$ cat config.mk
export PLATFORM = sky130hd
export DESIGN_NAME = agen_top
export DESIGN_NICKNAME = d
export VERILOG_FILES = /design/src/agen_arch_pkg.sv /design/src/agen_uop_pkg.sv /design/src/reg_size_selector.sv /design/src/string_address_unit.sv /design/src/operand_mux.sv /design/src/uop_assembler.sv /design/src/pipe_stage.sv /design/src/agen_top.sv
export SDC_FILE = /design/constraint.sdc
export NUM_CORES = 1
export LEC_CHECK = 0
export BUFFER_PORTS_ARGS = -buffer_cell sky130_fd_sc_hd__clkbuf_2
export CAP_MARGIN = 20
export CORE_AREA = 5 5 314 316
export CTS_BUF_LIST = sky130_fd_sc_hd__clkbuf_8
export DETAILED_ROUTE_END_ITERATION = 10
export DIE_AREA = 0 0 319 321
export PLACE_DENSITY = 0.4
export SYNTH_ARGS = -nofsm -noshare
export SYNTH_HDL_FRONTEND = slang
export SYNTH_SLANG_ARGS = --single-unit
$ cat constraint.sdc
create_clock -name clk -period 9.1 [get_ports clk]
set_input_delay 0.91 -clock clk [delete_from_list [all_inputs] [get_ports clk]]
set_output_delay 0.91 -clock clk [all_outputs]
set_load 0.005 [all_outputs]
$ cat src/agen_arch_pkg.sv
// Architectural definitions for the address generation stage
// widths, register file views, operand source, size and segment codes

`default_nettype none

package agen_arch_pkg;

    localparam int GPR_W = 32;
    localparam int SEG_W = 16;
    localparam int ADDR_W = 32;
    localparam int OPND_W = 64;
    localparam int IMM_W = 48;

    typedef logic [GPR_W-1:0] gpr_t;
    typedef logic [SEG_W-1:0] seg_sel_t;
    typedef logic [ADDR_W-1:0] lin_addr_t;
    typedef logic [OPND_W-1:0] operand_t;
    typedef logic [IMM_W-1:0] imm_t;
    typedef logic [2:0] reg_idx_t;
    typedef logic [2:0] op_src_t;
    typedef logic [2:0] op_size_t;

    // one sized value per general register, indexed by reg_idx_t
    typedef operand_t [7:0] gpr_view_t;

    typedef struct packed {
        gpr_t eax;
        gpr_t ecx;
        gpr_t edx;
        gpr_t ebx;
        gpr_t esp;
        gpr_t ebp;
        gpr_t esi;
        gpr_t edi;
        seg_sel_t es;
        seg_sel_t cs;
        seg_sel_t ss;
        seg_sel_t ds;
        seg_sel_t fs;
        seg_sel_t gs;
    } arch_regs_s;

    // operand sources, codes 3 and 4 have no function in this stage
    localparam op_src_t SRC_NONE = 3'd0;
    localparam op_src_t SRC_REG = 3'd1;
    localparam op_src_t SRC_SEG = 3'd2;
    localparam op_src_t SRC_IMM = 3'd5;
    localparam op_src_t SRC_MEM = 3'd6;
    localparam op_src_t SRC_SYS = 3'd7;

    localparam op_size_t SIZE_8 = 3'd1;
    localparam op_size_t SIZE_16 = 3'd2;
    localparam op_size_t SIZE_32 = 3'd3;

    // segment codes, 6 and 7 select a null segment
    localparam logic [2:0] SEG_ES = 3'd0;
    localparam logic [2:0] SEG_CS = 3'd1;
    localparam logic [2:0] SEG_SS = 3'd2;
    localparam logic [2:0] SEG_DS = 3'd3;
    localparam logic [2:0] SEG_FS = 3'd4;
    localparam logic [2:0] SEG_GS = 3'd5;

    // real mode: linear = segment * 16 + offset
    localparam int SEG_SHIFT = 4;

    function automatic seg_sel_t seg_select(arch_regs_s regs, logic [2:0] code);
        case (code)
            SEG_ES: return regs.es;
            SEG_CS: return regs.cs;
            SEG_SS: return regs.ss;
            SEG_DS: return regs.ds;
            SEG_FS: return regs.fs;
            SEG_GS: return regs.gs;
            default: return '0;
        endcase
    endfunction

endpackage

`default_nettype wire

$ cat src/agen_uop_pkg.sv
// Micro-op records for the address generation stage
// request from register access and result toward memory access

`default_nettype none

package agen_uop_pkg;

    import agen_arch_pkg::*;

    typedef struct packed {
        op_size_t size;
        logic set_d_flag;
        logic clear_d_flag;
        op_src_t op0_src;
        op_src_t op1_src;
        reg_idx_t op0_reg;
        reg_idx_t op1_reg;
        imm_t imm;
        logic [3:0] alu_op;
        logic [2:0] flag_0;
        logic [2:0] flag_1;
        // bit 1 marks a pop
        logic [1:0] stack_op;
        lin_addr_t stack_address;
        logic [2:0] seg_override;
        logic seg_override_valid;
        lin_addr_t pc;
        logic branch_taken;
        logic [15:0] opcode;
    } agen_req_s;

    typedef struct packed {
        op_size_t size;
        logic set_d_flag;
        logic clear_d_flag;
        operand_t op0;
        operand_t op1;
        reg_idx_t op0_reg;
        reg_idx_t op1_reg;
        logic op0_is_reg;
        logic op0_is_segment;
        logic op1_is_reg;
        logic op1_is_address;
        imm_t imm;
        logic [3:0] alu_op;
        logic [2:0] flag_0;
        logic [2:0] flag_1;
        logic [1:0] stack_op;
        lin_addr_t stack_address;
        lin_addr_t pc;
        logic branch_taken;
        logic [15:0] opcode;
        logic to_sys_controller;
    } agen_resp_s;

endpackage

`default_nettype wire

$ cat src/reg_size_selector.sv
// General register size selector
// zero-extends the eight registers to 8, 16 or 32 bits by size code

`timescale 1ns/1ps
`default_nettype none

module reg_size_selector (
    input  agen_arch_pkg::op_size_t   size,
    input  agen_arch_pkg::arch_regs_s regs,
    output agen_arch_pkg::gpr_view_t  view
);

    import agen_arch_pkg::*;

    gpr_t gpr [8];
    logic [7:0] byte_reg [8];

    assign gpr[0] = regs.eax;
    assign gpr[1] = regs.ecx;
    assign gpr[2] = regs.edx;
    assign gpr[3] = regs.ebx;
    assign gpr[4] = regs.esp;
    assign gpr[5] = regs.ebp;
    assign gpr[6] = regs.esi;
    assign gpr[7] = regs.edi;

    // al cl dl bl, then ah ch dh bh
    assign byte_reg[0] = regs.eax[7:0];
    assign byte_reg[1] = regs.ecx[7:0];
    assign byte_reg[2] = regs.edx[7:0];
    assign byte_reg[3] = regs.ebx[7:0];
    assign byte_reg[4] = regs.eax[15:8];
    assign byte_reg[5] = regs.ecx[15:8];
    assign byte_reg[6] = regs.edx[15:8];
    assign byte_reg[7] = regs.ebx[15:8];

    always_comb begin
        for (int i = 0; i < 8; i++) begin
            case (size)
                SIZE_32: view[i] = operand_t'(gpr[i]);
                SIZE_16: view[i] = operand_t'(gpr[i][15:0]);
                SIZE_8:  view[i] = operand_t'(byte_reg[i]);
                // mmx and 64-bit sizes not handled here
                default: view[i] = '0;
            endcase
        end
    end

endmodule

`default_nettype wire

$ cat src/string_address_unit.sv
// Real-mode string address unit
// op0 destination at ES:EDI, op1 source at DS:ESI or the override segment

`timescale 1ns/1ps
`default_nettype none

module string_address_unit (
    input  agen_arch_pkg::arch_regs_s regs,
    input  logic [2:0]                seg_override,
    input  logic                      seg_override_valid,
    output agen_arch_pkg::lin_addr_t  dst_addr,
    output agen_arch_pkg::lin_addr_t  src_addr
);

    import agen_arch_pkg::*;

    seg_sel_t src_seg;

    // destination segment is always ES
    assign dst_addr = (lin_addr_t'(regs.es) << SEG_SHIFT) + regs.edi;

    // null segment codes come back as zero
    assign src_seg = seg_override_valid ? seg_select(regs, seg_override) : regs.ds;

    assign src_addr = (lin_addr_t'(src_seg) << SEG_SHIFT) + regs.esi;

endmodule

`default_nettype wire

$ cat src/operand_mux.sv
// Operand select for one operand slot
// picks register, segment, immediate or string address by source code

`timescale 1ns/1ps
`default_nettype none

module operand_mux (
    input  agen_arch_pkg::op_src_t    src,
    input  agen_arch_pkg::reg_idx_t   reg_sel,
    input  agen_arch_pkg::gpr_view_t  view,
    input  agen_arch_pkg::arch_regs_s regs,
    input  agen_arch_pkg::imm_t       imm,
    input  agen_arch_pkg::lin_addr_t  mem_addr,
    output agen_arch_pkg::operand_t   operand,
    output logic                      is_reg,
    output logic                      is_segment,
    output logic                      is_mem
);

    import agen_arch_pkg::*;

    always_comb begin
        case (src)
            SRC_REG:  operand = view[reg_sel];
            SRC_SEG:  operand = operand_t'(seg_select(regs, reg_sel));
            SRC_IMM:  operand = operand_t'(imm);
            SRC_MEM:  operand = operand_t'(mem_addr);
            // none, mod r/m and system codes carry no operand
            default:  operand = '0;
        endcase
    end

    assign is_reg = (src == SRC_REG);
    assign is_segment = (src == SRC_SEG);
    assign is_mem = (src == SRC_MEM);

endmodule

`default_nettype wire

$ cat src/uop_assembler.sv
// Result assembly for the address generation stage
// stack pop override on op1, system controller marking, field copy

`timescale 1ns/1ps
`default_nettype none

module uop_assembler (
    input  agen_uop_pkg::agen_req_s  req,
    input  agen_arch_pkg::operand_t  op0,
    input  agen_arch_pkg::operand_t  op1,
    input  logic                     op0_is_reg,
    input  logic                     op0_is_segment,
    input  logic                     op1_is_reg,
    input  logic                     op1_is_mem,
    output agen_uop_pkg::agen_resp_s resp
);

    import agen_arch_pkg::*;
    import agen_uop_pkg::*;

    logic is_pop;

    assign is_pop = req.stack_op[1];

    always_comb begin
        resp.size = req.size;
        resp.set_d_flag = req.set_d_flag;
        resp.clear_d_flag = req.clear_d_flag;
        resp.op0 = op0;
        // a pop reads its operand from the top of stack
        resp.op1 = is_pop ? operand_t'(req.stack_address) : op1;
        resp.op0_reg = req.op0_reg;
        resp.op1_reg = req.op1_reg;
        resp.op0_is_reg = op0_is_reg;
        resp.op0_is_segment = op0_is_segment;
        resp.op1_is_reg = op1_is_reg;
        resp.op1_is_address = op1_is_mem | is_pop;
        resp.imm = req.imm;
        resp.alu_op = req.alu_op;
        resp.flag_0 = req.flag_0;
        resp.flag_1 = req.flag_1;
        resp.stack_op = req.stack_op;
        resp.stack_address = req.stack_address;
        resp.pc = req.pc;
        resp.branch_taken = req.branch_taken;
        resp.opcode = req.opcode;
        resp.to_sys_controller = (req.op0_src == SRC_SYS);
    end

endmodule

`default_nettype wire

$ cat src/pipe_stage.sv
// Single entry valid/ready pipeline register
// accepts when empty or draining, flush drops the held and incoming entry

`timescale 1ns/1ps
`default_nettype none

module pipe_stage (
    input  logic                     clk,
    input  logic                     arst_n,
    input  logic                     flush,
    input  logic                     in_valid,
    output logic                     in_ready,
    input  agen_uop_pkg::agen_resp_s in_data,
    output logic                     out_valid,
    input  logic                     out_ready,
    output agen_uop_pkg::agen_resp_s out_data
);

    import agen_uop_pkg::*;

    agen_resp_s data_q;

    // room when empty or when the held entry leaves this cycle
    assign in_ready = ~out_valid | out_ready;

    always_ff @(posedge clk or negedge arst_n) begin
        if (!arst_n) begin
            out_valid <= 1'b0;
        end else if (flush) begin
            out_valid <= 1'b0;
        end else if (in_ready) begin
            out_valid <= in_valid;
        end
    end

    // payload only moves on a transfer, held under back-pressure
    always_ff @(posedge clk) begin
        if (in_valid && in_ready) begin
            data_q <= in_data;
        end
    end

    assign out_data = data_q;

endmodule

`default_nettype wire

$ cat src/agen_top.sv
// Address generation stage top level
// operand formation for op0/op1 followed by one pipeline register

`timescale 1ns/1ps
`default_nettype none

module agen_top (
    input  logic                      clk,
    input  logic                      arst_n,
    input  logic                      flush,
    input  logic                      r_valid,
    output logic                      r_ready,
    input  agen_uop_pkg::agen_req_s   r_uop,
    input  agen_arch_pkg::arch_regs_s r_regs,
    output logic                      a_valid,
    input  logic                      a_ready,
    output agen_uop_pkg::agen_resp_s  a_uop
);

    import agen_arch_pkg::*;
    import agen_uop_pkg::*;

    gpr_view_t view;
    lin_addr_t dst_addr;
    lin_addr_t src_addr;
    operand_t op0;
    operand_t op1;
    logic op0_is_reg;
    logic op0_is_segment;
    logic op1_is_reg;
    logic op1_is_mem;
    agen_resp_s resp;

    reg_size_selector u_reg_size_selector (
        .size (r_uop.size),
        .regs (r_regs),
        .view (view)
    );

    string_address_unit u_string_address_unit (
        .regs               (r_regs),
        .seg_override       (r_uop.seg_override),
        .seg_override_valid (r_uop.seg_override_valid),
        .dst_addr           (dst_addr),
        .src_addr           (src_addr)
    );

    // op0 has no address flag, its string address goes to the store side
    operand_mux u_op0_mux (
        .src        (r_uop.op0_src),
        .reg_sel    (r_uop.op0_reg),
        .view       (view),
        .regs       (r_regs),
        .imm        (r_uop.imm),
        .mem_addr   (dst_addr),
        .operand    (op0),
        .is_reg     (op0_is_reg),
        .is_segment (op0_is_segment),
        .is_mem     ()
    );

    operand_mux u_op1_mux (
        .src        (r_uop.op1_src),
        .reg_sel    (r_uop.op1_reg),
        .view       (view),
        .regs       (r_regs),
        .imm        (r_uop.imm),
        .mem_addr   (src_addr),
        .operand    (op1),
        .is_reg     (op1_is_reg),
        .is_segment (),
        .is_mem     (op1_is_mem)
    );

    uop_assembler u_uop_assembler (
        .req            (r_uop),
        .op0            (op0),
        .op1            (op1),
        .op0_is_reg     (op0_is_reg),
        .op0_is_segment (op0_is_segment),
        .op1_is_reg     (op1_is_reg),
        .op1_is_mem     (op1_is_mem),
        .resp           (resp)
    );

    pipe_stage u_pipe_stage (
        .clk       (clk),
        .arst_n    (arst_n),
        .flush     (flush),
        .in_valid  (r_valid),
        .in_ready  (r_ready),
        .in_data   (resp),
        .out_valid (a_valid),
        .out_ready (a_ready),
        .out_data  (a_uop)
    );

endmodule

`default_nettype wire

==> results of run 1 <==
-- final cells by class --
cell class	instances	share of cell area
antenna	13	0.00131
clock buffer	53	0.0294
clock inverter	40	0.00978
inverter	44	0.00666
multi-input combinational	1228	0.411
sequential	254	0.307
tap	1276	0.0643
timing repair buffer	815	0.170
-- placed cells by master (no fill, tap or decap), types with 38 or more instances in the layout --
master and instances:
clkbuf_2 768, edfxtp_1 253, nand2_1 131, mux4_2 131
nor2_1 113, a21oi_1 99, o21ai_0 79, mux2i_1 72
a22oi_1 62, inv_1 57, clkbuf_8 53, buf_4 41
and3_1 40, ha_1 38
-- where the power goes --
| group | internal [mW] | total, mW | switching, mW |
|---|---|---|---|
| Combinational | 0.382 | 0.986 | 0.604 |
| Sequential | 1.38 | 1.40 | 0.0242 |
| Clock | 0.599 | 1.20 | 0.601 |
-- flip-flops by register name, summed over array words and instances (netlist names) --
signal and cells:
u_pipe_stage.out_valid 1, u_pipe_stage.out_data 253
-- timing repair --
action,in CTS,in global routing
endpoints found under the hold margin,1,0
setup endpoints to repair,0,0
hold buffers,1,0
-- worst max-delay path, stage by stage --
cell and delay [ns]:
clkbuf_2 0.59, mux4_2 0.61, inv_1 0.06, o21ai_0 0.07, a22o_1 0.20, ha_1 0.23
fa_1 0.48, a211oi_2 0.28, o21ai_2 0.13, o211a_4 0.28, o211ai_4 0.34, and2_1 0.30
nor4_1 0.08, a311o_1 0.34
-- cell families (layout without fill, tap and decap cells) --
| kind of cell | Yosys count | in the layout | share of synthesized area |
|---|---|---|---|
| fa+ha+maj | 40 | 40 | 0.0275 |
| xor+xnor | 31 | 31 | 0.0145 |
| simple gates | 413 | 413 | 0.104 |
| compound gates | 484 | 484 | 0.180 |
| mux | 228 | 228 | 0.211 |
| flops | 254 | 254 | 0.407 |
| other cells | 1 | 45 | 0.000200 |
| buf+inv | 208 | 952 | 0.0566 |
-- routing by layer --
metal | vias to the layer above | wire (um) | GRT usage
met5 | - | 197 | 0
met4 | 30 | 3790 | 0.0657
met3 | 177 | 10200 | 0.0606
met2 | 1004 | 63000 | 0.414
met1 | 9449 | 45700 | 0.264
li1 | 8081 | - | -
-- per-stage QoR --
step	instances	instance area (sq um)	worst slack, ns
finish	3723	24800	4.65
global route	3715	24800	4.53
CTS	3710	24800	4.71
detailed placement	3616	23800	3.91
global placement	3615	23800	3.89
floorplan	1690	18900	1.62
-- path summary, 6_finish.rpt --
check,slack (ns),start,depth (start not counted),to
worst max-delay path,4.65,r_uop[50],14,u_pipe_stage.out_data[180]
worst min register to register,0.60,u_pipe_stage.out_valid,2,u_pipe_stage.out_valid
worst max register to register,6.50,u_pipe_stage.out_valid,3,u_pipe_stage.out_data[219]
max in group asynchronous,8.50,arst_n,2,u_pipe_stage.out_valid
min in group asynchronous,0.52,arst_n,2,u_pipe_stage.out_valid
worst min-delay path,0.35,flush,2,u_pipe_stage.out_valid
==> summary.txt, run 1 <==
Outcome
  – Run status: finished, final reports clean

Floorplan
  – Die height: 321 um
  – Initial Utilization: 0.196
  – Width of the die: 319 um
  – Ports: 806
  – Core ar.: 95700 sq um
  – Die area: 102000 sq um
  – Num rows: 114

Yosys
  – Commonest cells in the netlist: 253 x edfxtp_1, 131 x mux4_2, 131 x nand2_1
  – Synthesis-stage register bit count: 254
  – Warnings, synthesis: 0
  – Area contributors post-synth: edfxtp_1 41%, mux4_2 16%, mux2i_1 3.8%, a21oi_1 2.7%, nand2_1 2.6%
  – Async SR Flop Fraction: 0.00394
  – Top-count cell post-synth: edfxtp_1
  – Netlist area before placement: 18700 sq um
  – Synth cell types: 74
  – Avg Cell Area, Syn: 11.3 sq um
  – Synth top area share: 0.405
  – Most used DFF post-synth: edfxtp_1
  – Sequential fraction of the synthesis area: 0.407
  – Mapped Cells: 1659
  – EDFF count, synth: 253
  – Post-synth top area cell: edfxtp_1

Worst hold path
  – Worst min path class: input port to flop

STA
  – Setup TNS: 0 ns
  – Final min period: 4.45 ns
  – RSZ-0062 raised after global routing: false
  – Slew @ Worst Pin: 1.04 ns
  – Worst slew margin: 0.305
  – Tcrit/Tclk final: 0.489
  – Final hold vios: 0
  – Fin. max-slew vios: 0
  – Final setup violation count: 0
  – Fmax achieved: 225 MHz
  – Clk_skew: 0.0389 ns
  – WHS: 0.352 ns

Cells and area
  – Area occupied by multi-input gates: 10200 sq um
  – Layout cells sized above 1: 0.433
  – Fill cells: 10300
  – Reg area: 7620 sq um
  – Area grow syn2layout: 32.4%
  – Final Core Density: 0.259
  – NumNets Final: 2955

Power and ir drop
  – Power Density: 145 nW/um^2
  – Total power: 3.59 mW
  – VDD IR max: 88.6 uV
  – Leakage power: 10.3 nW

Placed design
  – Detailed placement HPWL: 99400 um
  – Number of I/O port buffers: 773
  – RD Place Congestion: 0.872

Critical path
  – Worst-path fanout max: 18
  – CP Class: input port to flop
  – CP Launch Type: input port
  – Crit path capture type: flop
  – CP Data Arrival Time: 4.89 ns
  – Worst Path Required: 9.54 ns

Route
  – ANT nets after route: 0
  – Drt wl/cell: 33.0 um
  – Initial DRC count: 1749
  – Via Count: 18700
  – Routed WL: 123000 um
  – DR pass1 iterations: 5
  – Detail-routed via count per cell: 5.03
  – Drt drc: 0

Clocking
  – CTS Sinks: 254
  – CTS tree: built
  – Worst-Skew Late Latency: 0.69 ns
  – Root Buffer: clkbuf_8
  – Num CTS Buffers: 53
  – H-tree depth: 2
  – CTS max path bufs: 3
  – Cts repair resizes: 0
  – Setup Fix Bufs, Post-CTS: 0
  – Clock-pin slew on the worst setup and hold paths: 0.06 ns

Flow run
  – MaxCap Viol Count: 0

GRT
  – Initial antenna violation count: 38
  – Vias in the first global route: 19400
  – Total congestion overflow: 0
  – Largest net degree at the start of global routing: 140
  – Total GRT Usage: 0.228
  – Global-route wire length before repair: 165000 um
Power figures use the tool's default switching activity.
==> run 2: changes to the inputs <==
- ABC_AREA: not set -> 1
- CORE_AREA: 5 5 314 316 -> 5 5 310 312
- DIE_AREA: 0 0 319 321 -> 0 0 315 317
- PLACE_DENSITY: 0.4 -> 0.44
- clock period: 9.1 -> 3.8 ns (I/O delays scaled with it)
==> run 2 against run 1 <==
Wire length increased by 20%. Sequential share of layout area decreased by 4.1 points. Worst hold slack got worse by 0.27 ns. Combinational power increased to 2.7 times the previous value. Sequential power increased by 140%. Via count increased by 38%. First-iteration DRC count increased by 48%. Clock power increased to 2.5 times the previous value. Worst setup slack got worse by 3.9 ns. Critical path type unchanged. Critical endpoint is now u_pipe_stage.out_data[176]. Highest routed layer unchanged.
==> summary.txt, run 2 <==
Critical path
  – WP buf/inv: 3
  – CP Data Arrival Time: 3.53 ns
  – Crit path capture type: flop
  – CP max stage delay: 0.43 ns
  – Slowest stage cell, crit path: o22ai_1
  – Cell family with most CP delay: compound AO/OA/AOI/OAI gates
  – Crit-path cells: clkbuf_2 > inv_1 > nor3_1 > clkinv_1 > o22ai_1 > nor3_1 > o22ai_1 > ha_1 > a21oi_1 > nand2_1 > a21oi_1 > nand2_1 > nand2_1 > nand2_1 > nand3_1 > nand2_1 > nand2_1 > nand2_1
  – CP Class: input port to flop
  – Worst Path Required: 4.25 ns
  – Worst-path fanout max: 10
  – CP Launch Type: input port
  – CP most frequent cell: nand2_1

STA
  – Final min period: 3.08 ns
  – RSZ-0062 raised after global routing: false
  – Slew @ Worst Pin: 0.943 ns
  – Clk_skew: 0.0363 ns
  – Worst slew margin: 0.371
  – Fin. max-slew vios: 0
  – Fmax achieved: 324 MHz
  – Tcrit/Tclk final: 0.812
  – Final setup violation count: 0
  – WHS: 0.0796 ns
  – Final hold vios: 0

Yosys
  – Top-count cell post-synth: nand2_1
  – Post-synth top area cell: edfxtp_1
  – Sequential fraction of the synthesis area: 0.370
  – Warnings, synthesis: 0
  – Synth top area share: 0.369
  – Synthesis-stage register bit count: 254
  – Async SR Flop Fraction: 0.00394
  – Netlist area before placement: 20600 sq um
  – EDFF count, synth: 253
  – Avg Cell Area, Syn: 6.50 sq um
  – Synth cell types: 36
  – Commonest cells in the netlist: 1242 x nand2_1, 392 x inv_1, 253 x edfxtp_1
  – Most used DFF post-synth: edfxtp_1
  – Area contributors post-synth: edfxtp_1 37%, nand2_1 23%, inv_1 7.1%, nand3_1 5.0%, nor2_1 4.4%
  – Mapped Cells: 3168

Clocking
  – Worst-Skew Late Latency: 0.70 ns
  – Cts repair resizes: 0
  – CTS max path bufs: 3
  – CTS Sinks: 254
  – H-tree depth: 2
  – CTS tree: built
  – Num CTS Buffers: 50
  – Root Buffer: clkbuf_8
  – Clock-pin slew on the worst setup and hold paths: 0.06 ns

Cells and area
  – Layout cells sized above 1: 0.229
  – Area grow syn2layout: 39.1%
  – Commonest non-fill, non-tap cells in the layout: 1242 x nand2_1, 773 x clkbuf_2, 401 x inv_1
  – Final Core Density: 0.309
  – Finished Cell Area: 28600 sq um
  – Most common cell after layout, fill and taps aside: nand2_1
  – NumNets Final: 4626
  – Number of flip-flops in the largest register: 253
  – Non-Filler Instances: 5388

Placed design
  – Placed cell areas: 26100 sq um
  – RD Place Congestion: 1.02
  – Placed Instances: 5127
  – Detailed placement HPWL: 120000 um
  – Number of I/O port buffers: 773

GRT
  – Total congestion overflow: 0
  – Vias in the first global route: 25600
  – Largest net degree at the start of global routing: 81
  – Initial antenna violation count: 75
  – Global-route wire length before repair: 198000 um
  – Total GRT Usage: 0.279

Route
  – Initial DRC count: 2586
  – ANT nets after route: 0
  – Detail-routed via count per cell: 4.81
  – Routed WL: 147000 um
  – Drt drc: 0
  – DR pass1 iterations: 6
  – Via Count: 25900
  – Drt wl/cell: 27.3 um

Floorplan
  – Initial Utilization: 0.222
  – Die height: 317 um
  – Core ar.: 92800 sq um
  – Num rows: 112
  – Ports: 806
  – Width of the die: 315 um
  – Die area: 99900 sq um

Power and ir drop
  – Switch Pwr: 3.19 mW
  – Power Density: 316 nW/um^2
  – Sw Ratio: 0.352
  – Seq pwr share: 0.372
  – Total power: 9.04 mW
  – Clock share of power: 0.332
  – Leakage power: 14.3 nW
  – VDD IR max: 211 uV
  – Logic pwr share: 0.296
  – Int Power: 5.86 mW

Worst hold path
  – Worst min path class: input port to flop

Flow run
  – MaxCap Viol Count: 0

Outcome
  – Run status: finished, final reports clean
## run 2: cell count changes after synthesis, moves of 69 or more
cell     before   now
nand2_1     131  1242
mux2i_1      72     0
mux4_2      131     0
a21oi_1     100   174
o22ai_1      26    98
nand4_1       9    78
nor2_1      113   242
nand3_1      27   205
inv_1        43   392
## run 2: repair_timing
action,CTS,global route
endpoints found under the setup margin,0,0
buffers inserted,0,0
endpoints found under the hold margin,166,0
hold buffers,142,0
## run 2: metal layers
metal  up-vias  routed length [um]  GRT usage
met5         -                 247          0
met4        44                5530     0.0880
met3       278               14100     0.0820
met2      1310               70000      0.482
met1     12100               57100      0.335
li1      12200                   -          -
## run 2: power by group through the flow
stage          combinational (mW)  sequential, mW  clock [mW]
6_report                     2.68            3.36        3.00
5_1_grt                      2.90            3.37        3.24
4_1_cts                      2.67            3.36        3.12
3_5_place_dp                 2.54            3.42           0
3_3_place_gp                 2.54            3.42           0
2_1_floorplan                1.19            3.45           0
## run 2: path summary, 6_finish.rpt
kind | slack (ns) | cells after the start | to | start
max in group asynchronous | 3.13 | 3 | u_pipe_stage.out_valid | arst_n
max reg2reg | 1.81 | 3 | u_pipe_stage.out_data[245] | u_pipe_stage.out_valid
min reg2reg | 0.74 | 1 | u_pipe_stage.out_data[10] | u_pipe_stage.out_valid
min | 0.08 | 1 | u_pipe_stage.out_data[146] | r_uop[145]
min in group asynchronous | 0.57 | 3 | u_pipe_stage.out_valid | arst_n
max | 0.72 | 18 | u_pipe_stage.out_data[176] | r_uop[51]
## run 2: layout make-up
class                   instances  area (sq um)
clock inverters                41           354
fillers                     10600         64100
inverters                     403          1510
repair buffers                992          6030
flip-flops and latches        254          7620
clock buffers                  50           688
multi-input cells            2366         10800
well taps                    1254          1570
diodes                         28          70.1
## run 2: cell families after synthesis
kind of cell    synth area share
compound gates             0.125
xor+xnor                 0.00128
fa+ha+maj                 0.0250
buf+inv                    0.114
flops                      0.370
other cells             0.000182
simple gates               0.364
## run 2: per-stage QoR
stage / setup slack (ns) / TNS, ns
after detailed placement: 0.0178 / 0
after global placement: 0.0300 / 0
after floorplan: -1.32 / -334.51
after global routing: 0.488 / 0
final: 0.715 / 0
after CTS: 0.765 / 0
